==> src/source/decode_pkg.sv <==
// Decode package
// Instruction-level types for the RV32I decode stage: data words,
// register indices, the major opcodes kept by this core, ALU operations,
// operand and write-data selects, and the decoded control bundle that
// the instruction decoder hands to the rest of the stage
package decode_pkg;

  typedef logic [31:0] word_t;
  typedef logic [31:0] instr_t;
  typedef logic [4:0]  reg_addr_t;
  // funct3 of a load or store, byte/half/word and signedness
  typedef logic [2:0]  mem_width_t;

  typedef enum logic [6:0] {
    OP       = 7'b0110011,
    OP_IMM   = 7'b0010011,
    LUI      = 7'b0110111,
    AUIPC    = 7'b0010111,
    JAL      = 7'b1101111,
    JALR     = 7'b1100111,
    LOAD     = 7'b0000011,
    STORE    = 7'b0100011,
    MISC_MEM = 7'b0001111
  } opcode_t;

  typedef enum logic [3:0] {
    ALU_ADD,
    ALU_SUB,
    ALU_SLL,
    ALU_SLT,
    ALU_SLTU,
    ALU_XOR,
    ALU_SRL,
    ALU_SRA,
    ALU_OR,
    ALU_AND
  } alu_op_t;

  typedef enum logic {
    SRC_A_RS1,
    SRC_A_PC
  } src_a_sel_t;

  typedef enum logic [1:0] {
    SRC_B_RS2,
    SRC_B_IMM_I,
    SRC_B_IMM_S,
    SRC_B_IMM_U
  } src_b_sel_t;

  typedef enum logic [1:0] {
    W_SRC_ALU,
    W_SRC_PC4,
    W_SRC_IMM_U
  } w_src_t;

  typedef struct packed {
    opcode_t    opcode;
    alu_op_t    alu_op;
    src_a_sel_t src_a;
    src_b_sel_t src_b;
    w_src_t     w_src;
    reg_addr_t  rd;
    logic       wen;
    logic       jump;
    logic       j_sel;     // JAL when set, JALR otherwise
    logic       arith;
    logic       load;
    logic       store;
    mem_width_t width;
    logic       illegal;
    logic       is_fence;
  } decoded_t;

endpackage

==> src/source/operand_select.sv <==
// Operand select
// Sign-extends the I, S, U and J immediates, picks the two functional
// unit operands, the register write data and the jump base and offset
module operand_select
  import decode_pkg::*;
(
  input  instr_t   instr,
  input  decoded_t dec,
  input  word_t    pc,
  input  word_t    rs1_data,
  input  word_t    rs2_data,
  output word_t    port_a,
  output word_t    port_b,
  output word_t    wdata,
  output word_t    jump_base,
  output word_t    jump_offset,
  output word_t    store_data
);

  word_t imm_i;
  word_t imm_s;
  word_t imm_u;
  word_t imm_j;
  word_t pc_plus4;

  assign imm_i    = {{20{instr[31]}}, instr[31:20]};
  assign imm_s    = {{20{instr[31]}}, instr[31:25], instr[11:7]};
  assign imm_u    = {instr[31:12], 12'b0};
  assign imm_j    = {{12{instr[31]}}, instr[19:12], instr[20], instr[30:21], 1'b0};
  assign pc_plus4 = pc + 32'd4;

  assign port_a     = (dec.src_a == SRC_A_PC) ? pc : rs1_data;
  assign store_data = rs2_data;

  always_comb begin
    case (dec.src_b)
      SRC_B_RS2:   port_b = rs2_data;
      SRC_B_IMM_I: port_b = imm_i;
      SRC_B_IMM_S: port_b = imm_s;
      default:     port_b = imm_u;
    endcase
  end

  // Link value for jumps, upper immediate for LUI
  always_comb begin
    case (dec.w_src)
      W_SRC_PC4:   wdata = pc_plus4;
      W_SRC_IMM_U: wdata = imm_u;
      default:     wdata = '0;
    endcase
  end

  always_comb begin
    if (!dec.jump) begin
      jump_base   = '0;
      jump_offset = '0;
    end else if (dec.j_sel) begin
      jump_base   = pc;
      jump_offset = imm_j;
    end else begin
      jump_base   = rs1_data;
      jump_offset = imm_i;
    end
  end

endmodule

==> config.mk <==
export PLATFORM = sky130hd
export DESIGN_NAME = operand_select
export DESIGN_NICKNAME = d
export VERILOG_FILES = /design/src/source/decode_pkg.sv /design/src/source/operand_select.sv
export SDC_FILE = /design/constraint.sdc
export NUM_CORES = 1
export LEC_CHECK = 0
export ABC_AREA = 1
export BUFFER_PORTS_ARGS = -buffer_cell sky130_fd_sc_hd__buf_2
export CAP_MARGIN = 20
export CORE_AREA = 4 4 135 137
export DETAILED_ROUTE_END_ITERATION = 16
export DIE_AREA = 0 0 139 141
export GPL_ROUTABILITY_DRIVEN = 0
export GPL_TIMING_DRIVEN = 0
export RECOVER_POWER = 50
export SLEW_MARGIN = 20
export SYNTH_ARGS = -nofsm -noshare
export SYNTH_HDL_FRONTEND = slang
export SYNTH_SLANG_ARGS = --single-unit
export TNS_END_PERCENT = 50
==> constraint.sdc <==
create_clock -name vclk -period 1.3
set_input_delay 0.195 -clock vclk [all_inputs]
set_output_delay 0.195 -clock vclk [all_outputs]
set_load 0.005 [all_outputs]
== After elaboration in Yosys (flattened, before gate mapping) ==
Cells that the tools add are included.
Cells by class
  $add $sub $neg: 1
  equality and inequality tests: 4
  multiplexer cells: 7
  reductions and logical operators: 1
Operators with widths (count)
  32-bit 2-to-1 mux: 4
  32-bit one-hot mux with 3 select lines: 1
  32-bit one-hot mux with 2 select lines: 1
  32-bit by 3-bit adder with 32-bit output (second input constant): 1
  20-bit 2-to-1 mux: 1
  2-bit by 1-bit == test with 1-bit output (second input constant): 2
  2-bit == test (second input constant): 2
  2-bit logical NOT: 1
Word-level totals
  register bits: 0
  input port bits: 160

== Depth between registers and ports, before layout ==
Gate-level depths: netlist (run 1).
  depth after elaboration: 2
  gate-level depth with buffers: 9
  gate-level depth less buffers: 9

== Worst setup path after synthesis (run 1) ==
Ideal clock, no wire load.
  kind: input to output
  from: input port dec[16] (netlist name)
  to: output port wdata[11]
  arrival time: 1.203 ns
  required time: 1.105 ns
  path slack: -0.098 ns
  stages: 5
  cells stage by stage: inv_1 ha_1 nor2_1 o21ai_0 a21oi_1
On the way
  longest elaborated chain between the ends: 2
  elaborated cells on any way between the ends: 3
  classes of those cells: 2 x eq/ne; 1 x mux
RTL lines
  start: declaration: RTL line operand_select.sv:8  | input decoded_t dec,
  2-bit == test or 2-bit by 1-bit == test with 1-bit output (tied branches): RTL line operand_select.sv:46  | case (dec.w_src)
  32-bit one-hot mux with 2 select lines (*): RTL line operand_select.sv:46
  end: declaration: RTL line operand_select.sv:14  | output word_t wdata,
Mark *: on every way between the ends. The rest lies on a longest branch, timed or not.

== Worst setup path after layout (run 1) ==
  from: input port pc[3]
  to: output port wdata[30]
On the way
  longest elaborated chain between the ends: 2
RTL lines
  start: declaration: RTL line operand_select.sv:9  | input word_t pc,
  32-bit by 3-bit adder with 32-bit output: RTL line operand_select.sv:30  | assign pc_plus4 = pc + 32'd4;
  32-bit one-hot mux with 2 select lines: RTL line operand_select.sv:46
Every way passes these cells.

==> results of run 1 <==
## final timing paths
kind   from         to  slack, ns  cells after the start
max   pc[3]  wdata[30]      -0.34                     11
min   pc[2]   wdata[2]       0.64                      3
## per-stage QoR
step	hold slack, ns	total power, mW	utilization [%]	setup WS [ns]
2_1_floorplan	0.421	0.726	-	0.0113
3_5_place_dp	0.657	1.62	28.5	-0.647
3_3_place_gp	0.659	1.61	28.5	-0.590
5_1_grt	0.651	1.99	32.5	-0.423
4_1_cts	0.642	1.76	31.0	-0.319
6_report	0.643	1.81	32.5	-0.336
## power groups by stage
stage	combinational, mW	clock, mW	sequential (mW)
finish	1.81	0	0
global route	1.99	0	0
CTS	1.76	0	0
detailed placement	1.62	0	0
global placement	1.61	0	0
floorplan	0.726	0	0
## cells in the mapped netlist, drive strengths merged, types with 3 or more instances
library cell | n | area share (%)
or2 | 4 | 0.85
ha | 3 | 1.3
inv | 80 | 10
nand3 | 37 | 6.6
a21oi | 80 | 14
o211ai | 20 | 5.1
buf | 52 | 13
o21ai | 63 | 11
clkbuf | 21 | 2.7
nand2 | 173 | 23
nor2 | 69 | 11
## area by class of cell
cell class | count | area (µm²)
plain buffers | 73 | 526
multi-input cells | 458 | 2540
well taps | 225 | 282
repair buffers | 347 | 1880
fillers | 1982 | 11500
inverters | 81 | 318
## routing by layer
layer	up-vias	global-route usage [%]
met1	2343	21.6
met5	-	0
met4	0	5.97
met3	52	3.02
li1	2634	-
met2	273	33.7
## timing repair
action / in CTS / in global routing
gates cloned: 2 / 0
endpoints found under the setup margin: 159 / 121
setup buffers: 14 / 13
gates resized for setup: 110 / 88
pin swaps: 31 / 22
## cell families after synthesis
group           Yosys count  share of synthesized area, %
simple gates            287                          42.4
fa+ha+maj                 3                          1.27
mux                       1                         0.380
buf+inv                 154                          25.4
compound gates          167                          30.6
## worst max-delay path, stage by stage
cell     delay (ns)
buf_8          0.09
ha_4           0.14
nand2_4        0.06
nor2_4         0.15
nand2_4        0.11
nor2_4         0.17
buf_4          0.12
nand3_1        0.06
nand3_1        0.12
a21oi_2        0.06
buf_2          0.15
==> impl_results.md, run 1 <==
* Run status: complete, but fails checks
* Failing checks: negative setup slack
* PortBufs at 318
* ANT cells at 0
* Psw at 998 µW
* Final Max Slew Viols at 0
* Nets at 1124
* Syn Area/Cell at 4.84 µm²
* RSZ-0062 raised after global routing: yes
* GRT Total Usage at 18.3%
* Total negative slack at -6.05 ns
* Sequential power share at 0%
* Syn nets at 775
* Fmax at 611 MHz
* Residual DRC count at 0
* Met3 wire length at 1560 µm
* Hold Path Class: in -> out
* Fin crit period at 1.64 ns
* Worst slew pin tran at 0.375 ns
* I/O Pins at 352
* Commonest cells after routing, fill and taps aside: 259 x buf_2, 146 x nand2_1, 76 x buf_4, 72 x inv_1, 67 x a21oi_1
* Synth cell types at 29
* Post-Syn Area at 2960 µm²
* First-pass GRT wire length at 28800 µm
* Row cnt at 48
* Switching part of the total at 55.1%
* Global route total overflow at 0
* Final hold violations at 0
* Fin area at 5540 µm²
* Die area at 19600 µm²
* CTS Hold Bufs at 0
* Required @ worst endpoint at 1.11 ns
* Dpl hpwl at 16900 µm
* Critical Path AT at 1.44 ns
* Register area share after synthesis at 0%
* Seq cells at 0
* MaxCap Viol Count at 0
* Final Cycle Share at 126%
* Combinational share of power at 100.0%
* Worst Slack Setup Final at -0.336 ns
* Clock buf count at 0
* Synth-to-Final Area Change at 87.2%
* Leakage at 3.02 nW
* First DRT Iteration DRCs at 248
* CP Max Fanout at 6
* Largest net degree at the start of global routing at 11
* Final setup fails at 37
* Post-synthesis cell count at 612
* Final ANT Viol Nets at 0
* Number of global-route vias before repair at 5100
* Post-Place Cells at 1155
* Initial antenna violation count at 0
* Met2 WL at 9610 µm
* Ys Warns at 0
* Top sig layer: met4
* Initial Util at 17.4%
* Critical Path Start Type: input port
* Detailed-route via count at 5302
* Pre-antenna DRT Iters at 4
* Layout Cells excl Fill at 1184
* P per Cell Area at 327 nW/µm²
* Metal-1 WL at 7790 µm
* DP Area at 4860 µm²
* Max_slew headroom at 74.9%
* CP Class: in -> out
* Int Power at 813 µW
* Register area at 0 µm²
* Peak VDD IR at 117 µV
* CP endpoint kind: output port
* Die Height at 141 µm
* Vias/cell at 4.48
* Core Box Area at 17100 µm²
* Clock power share at 0%
* Final WL at 19900 µm
* Routed len/inst at 16.8 µm
* Die W at 139 µm
* Share of cells above drive strength 1 at 49.8%
* Most common cell after layout, fill and taps aside: buf_2
Power figures use the tool's default switching activity.
==> run 2, diff against run 1 <==
MAX_ROUTING_LAYER = met4   (was default)
==> impl_results.md, run 2 (synthesized netlist as in run 1, its figures left out) <==
* Fmax at 613 MHz
* Vias/cell at 4.50
* Leakage at 3.02 nW
* Hold Path Class: in -> out
* Largest delay share family, worst path: simple AND/OR/NAND/NOR gates
* Seq cells at 0
* Min-Delay Path Depth at 3
* Most common cell after layout, fill and taps aside: buf_2
* Peak VDD IR at 117 µV
* Cell-by-cell trace of the critical path: buf_8 -> ha_4 -> nand2_4 -> nor2_4 -> nand2_4 -> nor2_4 -> buf_4 -> nand3_1 -> nand3_1 -> a21oi_2 -> buf_2
* Clock buf count at 0
* Required @ worst endpoint at 1.11 ns
* Worst Slack Setup Final at -0.332 ns
* I/O Pins at 352
* Crit path largest cell delay at 0.17 ns
* CP Max Fanout at 6
* Final Cycle Share at 126%
* Final WL at 19900 µm
* Dpl hpwl at 16900 µm
* Nets at 1124
* Fillers at 1982
* First-pass GRT wire length at 28800 µm
* Register area at 0 µm²
* Max_slew headroom at 75.0%
* Share of cells above drive strength 1 at 49.8%
* Die Height at 141 µm
* Post-Place Cells at 1155
* DP Area at 4860 µm²
* Crit path capture: wdata[30]
* Run status: complete, but fails checks
* Final hold violations at 0
* Die W at 139 µm
* Worst slew pin tran at 0.374 ns
* WP depth at 11
* Slowest CP cell: nor2_4
* Initial antenna violation count at 0
* Synth-to-Final Area Change at 87.2%
* Setup crit start: pc[3]
* GRT Total Usage at 18.9%
* MaxCap Viol Count at 0
* Core Box Area at 17100 µm²
* CTS Hold Bufs at 0
* Residual DRC count at 0
* First DRT Iteration DRCs at 250
* CP endpoint kind: output port
* Failing checks: negative setup slack
* ANT cells at 0
* Final setup fails at 41
* Layout Cells excl Fill at 1184
* Initial Util at 17.4%
* Row cnt at 48
* Largest net degree at the start of global routing at 11
* Pre-antenna DRT Iters at 5
* Critical Path AT at 1.44 ns
* Total negative slack at -6.25 ns
* Fin area at 5540 µm²
* RSZ-0062 raised after global routing: yes
* Final Max Slew Viols at 0
* Detailed-route via count at 5323
* P per Cell Area at 328 nW/µm²
* Number of global-route vias before repair at 5099
* Routed len/inst at 16.8 µm
* WP buf/inv at 3
* Die area at 19600 µm²
* CP Class: in -> out
* PortBufs at 318
* Fin crit period at 1.63 ns
* Final ANT Viol Nets at 0
* Critical Path Start Type: input port
* Commonest cells after routing, fill and taps aside: 260 x buf_2, 146 x nand2_1, 76 x buf_4, 72 x inv_1, 67 x a21oi_1
* Global route total overflow at 0
[run 2: stage by stage]
stage	power (mW)	setup slack (ns)	hold WS [ns]	utilization [%]
after CTS	1.76	-0.319	0.642	31.0
after global routing	1.99	-0.423	0.651	32.5
final	1.82	-0.332	0.642	32.5
after detailed placement	1.62	-0.647	0.657	28.5
after floorplan	0.726	0.0113	0.421	-
after global placement	1.61	-0.590	0.659	28.5
[run 2: layer usage]
layer	up-vias	GRT usage [%]	share of wire (%)
li1	2637	-	-
met1	2354	21.9	40
met3	54	2.54	7.0
met5	-	-	0
met2	278	33.8	48
met4	0	5.87	4.6
[run 2: tightest hold or removal path, delay by kind of cell]
kind,cells,cell delay [ns]
simple gates,1,0.04
buf+inv,2,0.22
[run 2: worst min path at each step]
stage                 start             end  slack [ns]
6_report              pc[2]        wdata[2]        0.64
5_1_grt               pc[2]        wdata[2]        0.65
4_1_cts               pc[2]        wdata[2]        0.64
3_5_place_dp   rs2_data[12]  store_data[12]        0.66
3_3_place_gp   rs2_data[19]  store_data[19]        0.66
2_1_floorplan         pc[2]        wdata[2]        0.42
[run 2: area by class of cell]
class | count | area (µm²) | share of cell area [%]
plain buffers | 73 | 526 | 9.48
multi-input cells | 458 | 2540 | 45.8
repair buffers | 347 | 1880 | 33.9
inverters | 81 | 318 | 5.73
well taps | 225 | 282 | 5.08
[run 2: report_power, final]
| group | switching [mW] | internal, mW | total (mW) |
|---|---|---|---|
| Sequential | 0 | 0 | 0 |
| Combinational | 1.00 | 0.813 | 1.82 |
| Clock | 0 | 0 | 0 |
| Total | 1.00 | 0.813 | 1.82 |
[run 2: repair_timing]
| action | 4_1_cts | 5_1_grt |
|---|---|---|
| setup endpoints to repair | 159 | 121 |
| setup buffers | 14 | 13 |
| gates cloned | 2 | 0 |
| resized for setup | 110 | 88 |
| pin swaps | 31 | 22 |
