## src/source/decode_pkg.sv

```systemverilog
// Decode package
// Instruction-level types for the RV32I decode stage: data words,
// register indices, the major opcodes kept by this core, ALU operations,
// operand and write-data selects, and the decoded control bundle that
// the instruction decoder hands to the rest of the stage
package decode_pkg;

  typedef logic [31:0] word_t;
  typedef logic [31:0] instr_t;
  typedef logic [4:0]  reg_addr_t;
  // funct3 of a load or store, byte/half/word and signedness
  typedef logic [2:0]  mem_width_t;

  typedef enum logic [6:0] {
    OP       = 7'b0110011,
    OP_IMM   = 7'b0010011,
    LUI      = 7'b0110111,
    AUIPC    = 7'b0010111,
    JAL      = 7'b1101111,
    JALR     = 7'b1100111,
    LOAD     = 7'b0000011,
    STORE    = 7'b0100011,
    MISC_MEM = 7'b0001111
  } opcode_t;

  typedef enum logic [3:0] {
    ALU_ADD,
    ALU_SUB,
    ALU_SLL,
    ALU_SLT,
    ALU_SLTU,
    ALU_XOR,
    ALU_SRL,
    ALU_SRA,
    ALU_OR,
    ALU_AND
  } alu_op_t;

  typedef enum logic {
    SRC_A_RS1,
    SRC_A_PC
  } src_a_sel_t;

  typedef enum logic [1:0] {
    SRC_B_RS2,
    SRC_B_IMM_I,
    SRC_B_IMM_S,
    SRC_B_IMM_U
  } src_b_sel_t;

  typedef enum logic [1:0] {
    W_SRC_ALU,
    W_SRC_PC4,
    W_SRC_IMM_U
  } w_src_t;

  typedef struct packed {
    opcode_t    opcode;
    alu_op_t    alu_op;
    src_a_sel_t src_a;
    src_b_sel_t src_b;
    w_src_t     w_src;
    reg_addr_t  rd;
    logic       wen;
    logic       jump;
    logic       j_sel;     // JAL when set, JALR otherwise
    logic       arith;
    logic       load;
    logic       store;
    mem_width_t width;
    logic       illegal;
    logic       is_fence;
  } decoded_t;

endpackage

```

## src/source/dispatch_pkg.sv

```systemverilog
// Dispatch package
// Issue-side types: the fetch packet entering decode, the functional
// unit classes, the fence sequencer states and the two issue packets
package dispatch_pkg;

  import decode_pkg::*;

  typedef enum logic {
    FU_ARITH,
    FU_LSU
  } fu_class_t;

  typedef struct packed {
    word_t  pc;
    instr_t instr;
  } fetch_packet_t;

  typedef enum logic [1:0] {
    FENCE_IDLE,
    FENCE_WAIT,
    FENCE_DONE
  } fence_state_t;

  // Arithmetic unit packet, also carries jumps and the illegal flag
  typedef struct packed {
    logic      valid;
    alu_op_t   alu_op;
    w_src_t    w_src;
    reg_addr_t rd;
    logic      wen;
    word_t     port_a;
    word_t     port_b;
    word_t     wdata;
    logic      jump;
    word_t     jump_base;
    word_t     jump_offset;
    logic      illegal;
    word_t     pc;
  } arith_issue_t;

  // Load/store unit packet, address is port_a plus port_b
  typedef struct packed {
    logic       valid;
    logic       load;
    logic       store;
    mem_width_t width;
    reg_addr_t  rd;
    logic       wen;
    word_t      port_a;
    word_t      port_b;
    word_t      store_data;
  } lsu_issue_t;

endpackage

```

## src/source/fence_control.sv

```systemverilog
// Fence control
// Turns a FENCE into one flush request to both caches, holds decode
// until each cache has reported done once, then lets the fence retire
module fence_control
  import dispatch_pkg::*;
(
  input  logic CLK,
  input  logic nRST,
  input  logic fence_valid,
  input  logic icache_done,
  input  logic dcache_done,
  output logic flush_req,
  output logic fence_hold
);

  fence_state_t state;
  fence_state_t next_state;
  logic         i_seen;
  logic         d_seen;
  logic         i_got;
  logic         d_got;

  // Done pulses may arrive in either order and on different cycles
  assign i_got = i_seen | icache_done;
  assign d_got = d_seen | dcache_done;

  always_comb begin
    case (state)
      FENCE_IDLE: next_state = fence_valid ? FENCE_WAIT : FENCE_IDLE;
      FENCE_WAIT: next_state = (i_got && d_got) ? FENCE_DONE : FENCE_WAIT;
      default:    next_state = FENCE_IDLE;
    endcase
  end

  always_ff @(posedge CLK, negedge nRST) begin
    if (!nRST) begin
      state  <= FENCE_IDLE;
      i_seen <= 1'b0;
      d_seen <= 1'b0;
    end else begin
      state <= next_state;
      case (state)
        FENCE_IDLE: begin
          i_seen <= fence_valid & icache_done;
          d_seen <= fence_valid & dcache_done;
        end
        FENCE_WAIT: begin
          i_seen <= i_got;
          d_seen <= d_got;
        end
        default: begin
          i_seen <= 1'b0;
          d_seen <= 1'b0;
        end
      endcase
    end
  end

  assign flush_req  = (state == FENCE_IDLE) && fence_valid;
  // Released in FENCE_DONE so the fence leaves decode that cycle
  assign fence_hold = flush_req || (state == FENCE_WAIT);

  // Cache done pulses only answer an outstanding flush request
  assert property (@(posedge CLK) disable iff (!nRST)
    (icache_done || dcache_done) |-> fence_hold);

endmodule

```

## config.mk

```make
export PLATFORM = sky130hd
export DESIGN_NAME = fence_control
export DESIGN_NICKNAME = d
export VERILOG_FILES = /design/src/source/decode_pkg.sv /design/src/source/dispatch_pkg.sv /design/src/source/fence_control.sv
export SDC_FILE = /design/constraint.sdc
export NUM_CORES = 1
export LEC_CHECK = 0
export BUFFER_PORTS_ARGS = -buffer_cell sky130_fd_sc_hd__buf_2
export CORE_AREA = 2 2 39 41
export CTS_BUF_LIST = sky130_fd_sc_hd__clkbuf_4 sky130_fd_sc_hd__clkbuf_8
export CTS_CLUSTER_DIAMETER = 200
export CTS_CLUSTER_SIZE = 14
export DETAILED_ROUTE_END_ITERATION = 10
export DIE_AREA = 0 0 41 43
export PLACE_DENSITY = 0.42
export SLEW_MARGIN = 10
export SYNTH_ARGS = -nofsm -noshare
export SYNTH_HDL_FRONTEND = slang
export SYNTH_SLANG_ARGS = --single-unit
```

## constraint.sdc

```tcl
create_clock -name CLK -period 0.8 [get_ports CLK]
set_input_delay 0.08 -clock CLK [delete_from_list [all_inputs] [get_ports CLK]]
set_output_delay 0.08 -clock CLK [all_outputs]
set_load 0.02 [all_outputs]
```

### Word-level counts from Yosys, hierarchy flattened

Index checks and enable logic that the tools add are counted.

* word-level logic and storage cells: 17
* register bits: 4
* bits of input ports: 5

* bitwise logic cells: 4
* equal/unequal tests: 1
* reductions and logical operators: 4
* multiplexer cells: 5

Operator list (count)
* $pmux W1 S2: 2
* $pmux W2 S2: 1
* $and A1 B1 Y1: 2
* $eq A2 B1 Y1 const B: 1
* $logic_and A1 B1 Y1: 2
* $logic_not A2 Y1: 1
* $mux W2: 1
* $or A1 B1 Y1: 2
* $logic_or A1 B1 Y1: 1
* $mux W1: 1

### Longest topological paths before layout

Gate-level depths: netlist of run 1.

* depth in word-level cells: 4
* depth in mapped cells: 2
* gate-level depth less buffers: 2

### Least setup slack after synthesis of run 1

OpenSTA, ideal clock, no wires.

* path kind: register to output
* start: register state[0]
* end: output flush_req
* path slack: -239 ps
* buffers on the path: 0
* arrival time: 959 ps
* data required time: 720 ps
* stages on the path, launching flop included: 2
* cell sequence: dfrtp_1 -> nor3b_1

* cells in the longest elaborated chain, start to end: 2

Ends and longest elaborated chain
* from (decl): line fence_control.sv:16 `fence_state_t state;`
* from (signal assigned): line fence_control.sv:41 `state <= next_state;`
* $logic_not A2 Y1: line fence_control.sv:59 `assign flush_req = (state == FENCE_IDLE) && fence_valid;`
* $logic_and A1 B1 Y1: line fence_control.sv:59
* to (decl): line fence_control.sv:12 `output logic flush_req,`

Every way passes these cells.

### Worst setup path after layout of run 1

* start: register state[1]
* end: output flush_req

Same word-level chain as after synthesis.

==> impl_metrics.toml, run 1 <==
[clock_tree]
cts_buffers = 3
numClockSinks = 4
cts-htree-levels = 1
clock_path_buffers = 2
clk_pin_slew_worst_paths_ns = 0.04
cts_root_buf = "clkbuf_4"
insertion_delay_ns = 0.24
cts_tree = "done"

[timing]
fin_ws_ns = -0.296
fin_crit_sh = 1.37
hold_violations = 0
setup_viol_count_final = 6
drv_slew = 0
hold_slack_ns = 0.120
fin_crit_ns = 1.10
fin_skew_ns = 0.00405
tightest_slew_ns = 0.175
relSlewSlack = 0.883
fin_tns_setup_ns = -1.29
max_freq_ghz = 0.913
rsz0062_at_grt = "true"

[finish]
fillers = 153
mostFrequentLayoutCells = "buf_2 (5), clkbuf_4 (4), buf_4 (3)"
fin_cells = 47
drive_above_1_share = 0.774
antennaDiodeCount = 0
area_growth_pct = 99.3
fin_nets = 37
final_common_cell = "buf_2"

[drt]
vias = 186
post_drt_wl_per_cell_um = 10.2
drc = 0
ant_nets = 0
dr.pass1.iters = 4
vias_per_cell = 3.96
drt-initial-drc-count = 2
wl_um = 478

[worst_setup_path]
r2r_cells = 4
crit_type = "reg -> out"
start_kind = "register"
arrival_ns = 1.02
cp_max_fo = 4
end_kind = "output port"
cp.required_ns = 0.72

[yosys]
yosysSeqAreaShare = 0.576
yosys_warnings = 0
synth_top_family_by_area = "simple AND/OR/NAND/NOR gates"
synthAdderAreaFrac = 0
synth_area_per_cell_um2 = 10.9
synth.distinct_cells = 8
synth_simple_gate_area_share = 0.223
yosys_register_bits = 4
synthCells = 16
synth_compound_area_frac = 0.201
synthesis.area_um2 = 174
synth_mux_area_frac = 0
synthXorXnorAreaFrac = 0
synth_nets = 21

[min_path]
whs_path_depth = 3
hold_class = "in -> reg"

[global_route]
use_met3 = 0.0314
grt_pass1_vias = 195
grt_util_met1 = 0.0717
grt_max_degree = 5
grt_remaining_overflow = 0
antenna_found_initial = 0
grt_pass1_wl_um = 738
grtUsageMet2 = 0.0938
grt.total_usage = 0.0675
busiest_layer = "met2"

[floorplan]
start_util = 0.126
fp-row-count = 14
coreArea_um2 = 1380
fp.dieW_um = 41
die_y_um = 43
ios = 7
die_area_um2 = 1760

[placed_design]
routabilityCongestion = 0.579
portBuffers = 6
place_inst = 39

[power]
p_per_area_nw_per_um2 = 3940
power.total_w = 0.00137
ir_worst_vdd_v = 0.00112
p_leak_nw = 0.148

[outcome]
violations = "negative setup slack"
run_status = "finished with violations"

[run]
cap_violations = 0
cell usage after synthesis (all sizes together):
cell type / n / area, um^2
a21oi: 2 / 10.0
dfrtp: 4 / 100
nand2: 2 / 7.51
nor2: 3 / 11.3
nor3b: 2 / 20.0
o21ai: 2 / 10.0
o221ai: 1 / 15.0
critical path, stage by stage, from the launching register on:
cell and delay (ns):
dfrtp_2 0.43, nor3b_4 0.20, buf_6 0.14
sequential cells by signal, summed over array words and instances (netlist names):
register and cells:
state 2, d_seen 1, i_seen 1
timing repair:
action                                  CTS  global route
endpoints found under the setup margin    4             6
buffers inserted                          3             0
gates resized for setup                   9             3
pin swaps                                 2             2
endpoints found under the hold margin     4             0
hold buffers                              1             0
kinds of logic (layout without fill, tap and decap cells):
group	count (synthesis)	count (layout)
and+or+nand+nor	7	7
AOI/OAI and AO/OA	5	5
DFF	4	4
buffers and inverters	0	15
where the power goes:
group / switching (W) / internal (W)
Combinational: 0.000277 / 0.000338
Clock: 0.0000914 / 0.000222
Sequential: 0.000124 / 0.000313
through the flow:
| step | utilization | worst slack (ns) | instance area, um^2 |
|---|---|---|---|
| CTS | 0.239 | -0.306 | 330 |
| finish | 0.250 | -0.296 | 347 |
| detailed placement | 0.178 | -0.118 | 246 |
| global placement | 0.178 | -0.102 | 246 |
| global route | 0.250 | -0.340 | 347 |
| floorplan | - | -0.0106 | 189 |
per-layer routing:
layer / vias up / share of wire
met2: 12 / 0.48
met3: 2 / 0.13
met1: 86 / 0.35
met5: - / 0
li1: 86 / -
met4: 0 / 0.036
path summary, 6_finish.rpt:
check	from	endpoint	slack, ns
worst max-delay path	state[1]	flush_req	-0.30
worst min-delay path	icache_done	i_seen	0.12
worst max register to register	state[0]	state[0]	-0.24
worst min register to register	i_seen	i_seen	0.56
max in group asynchronous	nRST	state[0]	0.50
min in group asynchronous	nRST	state[1]	0.17
final cells by class:
class                   instances  area (um^2)  share of cell area
flip-flops and latches          4          103               0.296
multi-input cells              12          114               0.329
repair buffers                 11         80.1               0.231
clock buffers                   4         30.0              0.0866
well taps                      16         20.0              0.0578
Power figures use the tool's default switching activity.
==> run 2: changes to the inputs <==
CTS_BUF_LIST = sky130_fd_sc_hd__clkbuf_2   (was sky130_fd_sc_hd__clkbuf_4 sky130_fd_sc_hd__clkbuf_8)
==> run 2 against run 1 <==
The run still ends with negative setup slack left. Critical path depth did not move. Global-route usage did not move. Combinational power barely moved. Register-to-register slack barely moved. Largest power group unchanged.
==> impl_metrics.toml, run 2 (synthesis results as in run 1) <==
[timing]
tightest_slew_ns = 0.175
max_freq_ghz = 0.932
relSlewSlack = 0.883
fin_ws_ns = -0.273
drv_slew = 0
fin_skew_ns = 0.00628
setup_viol_count_final = 6
fin_crit_sh = 1.34
hold_violations = 0
fin_crit_ns = 1.07
rsz0062_at_grt = "true"

[clock_tree]
clk_pin_slew_worst_paths_ns = 0.05
cts_buffers = 3
clock_path_buffers = 2
cts_root_buf = "clkbuf_2"
cts_tree = "done"
cts-htree-levels = 1
insertion_delay_ns = 0.21
numClockSinks = 4

[placed_design]
place_inst = 39
placedInstanceArea_um2 = 246
portBuffers = 6
pre_cts_ws_ns = -0.118
routabilityCongestion = 0.579

[global_route]
antenna_found_initial = 0
grt_pass1_vias = 195
grt_remaining_overflow = 0
grt_pass1_wl_um = 738
grt_max_degree = 5
grt.total_usage = 0.0675

[power]
ir_worst_vdd_v = 0.00112
clkPwrFrac = 0.174
seqPwrFrac = 0.343
p_per_area_nw_per_um2 = 3790
p_sw_w = 0.000491
p_leak_nw = 0.146
pwr-share-comb = 0.482
sw_frac_of_total = 0.386
internal_power_w = 0.000783

[finish]
multi_input_area_um2 = 114
antennaDiodeCount = 0
top_regs = "state (2), d_seen (1), i_seen (1)"
final_design_area_no_fill_um2 = 337
fin_nets = 37
drive_above_1_share = 0.774
area_growth_pct = 93.5
final_common_cell = "buf_2"
fillers = 152
regArea_um2 = 103
largest_reg_flops = 2
regMostFlops = "state"
mostFrequentLayoutCells = "buf_2 (5), clkbuf_2 (4), buf_4 (3)"
fin_cells = 47

[worst_setup_path]
r2r_cells = 4
r2r-end = "state[0]"
start_kind = "register"
cp_max_fo = 4
r2r_start = "state[0]"
end_kind = "output port"
reg2reg_slack_ns = -0.24
arrival_ns = 0.99
crit_type = "reg -> out"
cp.required_ns = 0.72

[outcome]
violations = "negative setup slack"
run_status = "finished with violations"

[min_path]
hold_class = "in -> reg"
hold_start = "icache_done"
hold_end = "i_seen"
whs_path_depth = 3

[drt]
drc = 0
vias_per_cell = 3.96
wl_um = 480
post_drt_wl_per_cell_um = 10.2
ant_nets = 0
vias = 186
dr.pass1.iters = 4
drt-initial-drc-count = 2

[floorplan]
ios = 7
fp.dieW_um = 41
die_area_um2 = 1760
fp-row-count = 14
start_util = 0.126
die_y_um = 43
coreArea_um2 = 1380

[run]
cap_violations = 0
run 2: worst max path at each step:
stage | startpoint | end | slack, ns
2_1_floorplan | state[1] | flush_req | -0.01
3_3_place_gp | state[0] | fence_hold | -0.10
3_5_place_dp | state[0] | fence_hold | -0.12
4_1_cts | state[0] | flush_req | -0.29
5_1_grt | state[1] | flush_req | -0.33
6_report | state[1] | flush_req | -0.27
run 2: critical path: stages (launching register included):
cell and delay, ns:
dfrtp_2 0.44, nor3b_4 0.20, buf_6 0.14
run 2: routing by layer:
layer | vias up | track usage | share of wire
met1 | 86 | 0.0717 | 0.36
met3 | 2 | 0.0314 | 0.13
met5 | - | 0 | 0
met2 | 12 | 0.0938 | 0.49
li1 | 86 | - | -
met4 | 0 | 0.0600 | 0.017
run 2: cell type report:
cell class,instances,share of cell area
tap,16,0.0595
multi-input combinational,12,0.338
timing repair buffer,11,0.238
clock buffer,4,0.0595
sequential,4,0.305
run 2: power by group through the flow:
stage / sequential (W) / combinational (W) / clock, W
global route: 0.000451 / 0.000663 / 0.000252
finish: 0.000438 / 0.000614 / 0.000222
detailed placement: 0.000445 / 0.000365 / 0
global placement: 0.000430 / 0.000348 / 0
floorplan: 0.000428 / 0.000235 / 0
CTS: 0.000430 / 0.000577 / 0.000238
run 2: timing repair:
action | in CTS | in global routing
hold endpoints to repair | 4 | 0
buffers inserted | 3 | 0
pin swaps | 2 | 2
hold buffers | 1 | 0
resized for setup | 9 | 3
setup endpoints to repair | 4 | 6
cloned | 0 | 0
run 2: stage by stage:
step / setup TNS [ns] / utilization / power (W) / hold WS, ns
5_1_grt: -1.55 / 0.243 / 0.00137 / 0.137
3_5_place_dp: -0.293 / 0.178 / 0.000810 / -0.109
3_3_place_gp: -0.186 / 0.178 / 0.000777 / -0.115
2_1_floorplan: -0.0106 / - / 0.000663 / -0.216
4_1_cts: -1.26 / 0.231 / 0.00125 / 0.119
6_report: -1.25 / 0.243 / 0.00127 / 0.148
==> run 3: changes to the inputs <==
ABC_AREA = 1   (was not set)
PLACE_DENSITY = 0.45   (was 0.42)
==> run 3 against run 2 <==
The run still ends with negative setup slack left. Register-to-register slack better by 0.11 ns. Critical path depth grew 2. Sequential power down 23%. Largest cell class is now buffers.
==> impl_metrics.toml, run 3 <==
[timing]
hold_violations = 0
relSlewSlack = 0.904
setup_viol_count_final = 5
tightest_slew_ns = 0.144
drv_slew = 0
fin_ws_ns = -0.255
fin_tns_setup_ns = -0.795
fin_skew_ns = 0.00484
rsz0062_at_grt = "true"
hold_slack_ns = 0.125
fin_crit_sh = 1.32
max_freq_ghz = 0.948
fin_crit_ns = 1.05

[placed_design]
pre_cts_ws_ns = -0.0761
portBuffers = 6
routabilityCongestion = 0.687

[global_route]
antenna_found_initial = 0
grt_pass1_vias = 203
grt_remaining_overflow = 0
grt_max_degree = 5
grt_pass1_wl_um = 772
grt.total_usage = 0.0745

[finish]
top_regs = "state (2), d_seen (1), i_seen (1)"
fillers = 156
final_common_cell = "nand2_1"
largest_reg_flops = 2
antennaDiodeCount = 0
area_growth_pct = 78.8
fin_nets = 50
drive_above_1_share = 0.628
regMostFlops = "state"
utilization = 0.267
regArea_um2 = 100
multi_input_area_um2 = 98.8

[clock_tree]
cts_buffers = 3
cts_tree = "done"
numClockSinks = 4
insertion_delay_ns = 0.21
clk_pin_slew_worst_paths_ns = 0.04
cts-htree-levels = 1
cts_root_buf = "clkbuf_2"
clock_path_buffers = 2

[power]
pwr-share-comb = 0.621
p_leak_nw = 0.205
ir_worst_vdd_v = 0.00147
seqPwrFrac = 0.247
clkPwrFrac = 0.133
internal_power_w = 0.000826
p_per_area_nw_per_um2 = 3700
p_sw_w = 0.000538
sw_frac_of_total = 0.394

[yosys]
yosys_register_bits = 4
synth_area_per_cell_um2 = 7.65
synth_edf_count = 0
synth_simple_gate_area_share = 0.370
synthXorXnorAreaFrac = 0
synth_nets = 32
netlist_top_cells_count = "nand2_1 (10), inv_1 (6), dfrtp_1 (4)"
synth_mux_area_frac = 0
synth_top_family_by_area = "simple AND/OR/NAND/NOR gates"
synthesis.area_um2 = 206
synthCells = 27
synthAdderAreaFrac = 0
synthTopCellsByArea = "dfrtp_1 (48%), nand2_1 (18%), inv_1 (11%)"
yosysSeqAreaShare = 0.485
synth.distinct_cells = 9
yosys_most_used_dff = "dfrtp_1"
yosys_warnings = 0
synth_top_area_share = 0.485
synth_most_common_cell = "nand2_1"
synth_top_area_cell = "dfrtp_1"
synth_compound_area_frac = 0
ys_async_sr_fraction = 1.00

[floorplan]
fp.dieW_um = 41
start_util = 0.149
die_area_um2 = 1760
fp-row-count = 14
coreArea_um2 = 1380
ios = 7
die_y_um = 43

[drt]
drc = 0
ant_nets = 0
vias_per_cell = 3.61
wl_um = 463
dr.pass1.iters = 2
vias = 213
drt-initial-drc-count = 4
post_drt_wl_per_cell_um = 7.85

[worst_setup_path]
r2r-end = "i_seen"
cp.required_ns = 0.72
cp_max_fo = 3
reg2reg_slack_ns = -0.13
cpPeakStageDelay_ns = 0.40
slowest_stage = "dfrtp_1"
r2r_start = "state[1]"
arrival_ns = 0.97
end_kind = "output port"
path_cells = "inv_2, nand3_4, nand2_2, buf_6"
start_kind = "register"
r2r_cells = 5
crit_type = "reg -> out"

[min_path]
hold_end = "d_seen"
hold_start = "dcache_done"
whs_path_depth = 3
hold_class = "in -> reg"

[outcome]
violations = "negative setup slack"
run_status = "finished with violations"

[run]
cap_violations = 0
[run 3: cell count changes in the layout (fill, tap and decap cells not counted), moves of 2 or more]
cell,previous run,this run
nand2_2,0,4
dfrtp_1,2,4
inv_2,0,4
buf_6,2,4
inv_1,0,4
nand2_1,2,6
dfrtp_2,2,0
[run 3: timing repair]
action / in CTS / in global routing
setup endpoints to repair: 5 / 5
gates resized for setup: 8 / 5
hold endpoints to repair: 4 / 0
gates cloned: 0 / 0
hold buffers: 1 / 0
pin swaps: 3 / 3
buffers inserted: 2 / 1
[run 3: per-layer routing]
layer | vias to the layer above | routed length [um] | GRT usage
met5 | - | 0 | 0
met4 | 0 | 0 | 0.0400
met3 | 0 | 62 | 0.0995
met2 | 7 | 220 | 0.0813
met1 | 97 | 179 | 0.0747
li1 | 109 | - | -
[run 3: critical path: cells and delay by family (launching register included)]
| kind | cells | cell delay (ns) |
|---|---|---|
| buffers and inverters | 2 | 0.20 |
| AND/OR/NAND/NOR | 2 | 0.16 |
| flip-flops | 1 | 0.40 |
[run 3: power by group through the flow]
stage	sequential [W]	combinational, W	clock, W
floorplan	0.000331	0.000360	0
CTS	0.000336	0.000760	0.000194
finish	0.000336	0.000846	0.000181
global route	0.000343	0.000921	0.000219
detailed placement	0.000335	0.000594	0
global placement	0.000335	0.000601	0
[run 3: cell families after synthesis]
group / count (synthesis)
flops: 4
simple gates: 15
buf+inv: 8
[run 3: how the worst max path moves through the flow]
stage	to	cells after the start	startpoint	slack, ns
floorplan	flush_req	3	state[1]	-0.01
global placement	flush_req	4	state[1]	-0.07
detailed placement	flush_req	4	state[1]	-0.08
CTS	fence_hold	4	state[1]	-0.26
global route	fence_hold	4	state[1]	-0.32
finish	fence_hold	4	state[1]	-0.25
[run 3: final cells by class]
cell class / instances / area share
Clock buffer: 3 / 0.0407
Inverter: 8 / 0.0814
Multi-Input combinational cell: 15 / 0.268
Sequential cell: 4 / 0.271
Tap cell: 16 / 0.0542
Timing Repair Buffer: 13 / 0.285
[run 3: through the flow]
step / total power [W] / cell area [um^2] / cells
2_1_floorplan: 0.000691 / 209 / 27
3_3_place_gp: 0.000935 / 289 / 53
3_5_place_dp: 0.000929 / 289 / 53
4_1_cts: 0.00129 / 354 / 59
5_1_grt: 0.00148 / 369 / 59
6_report: 0.00136 / 369 / 59
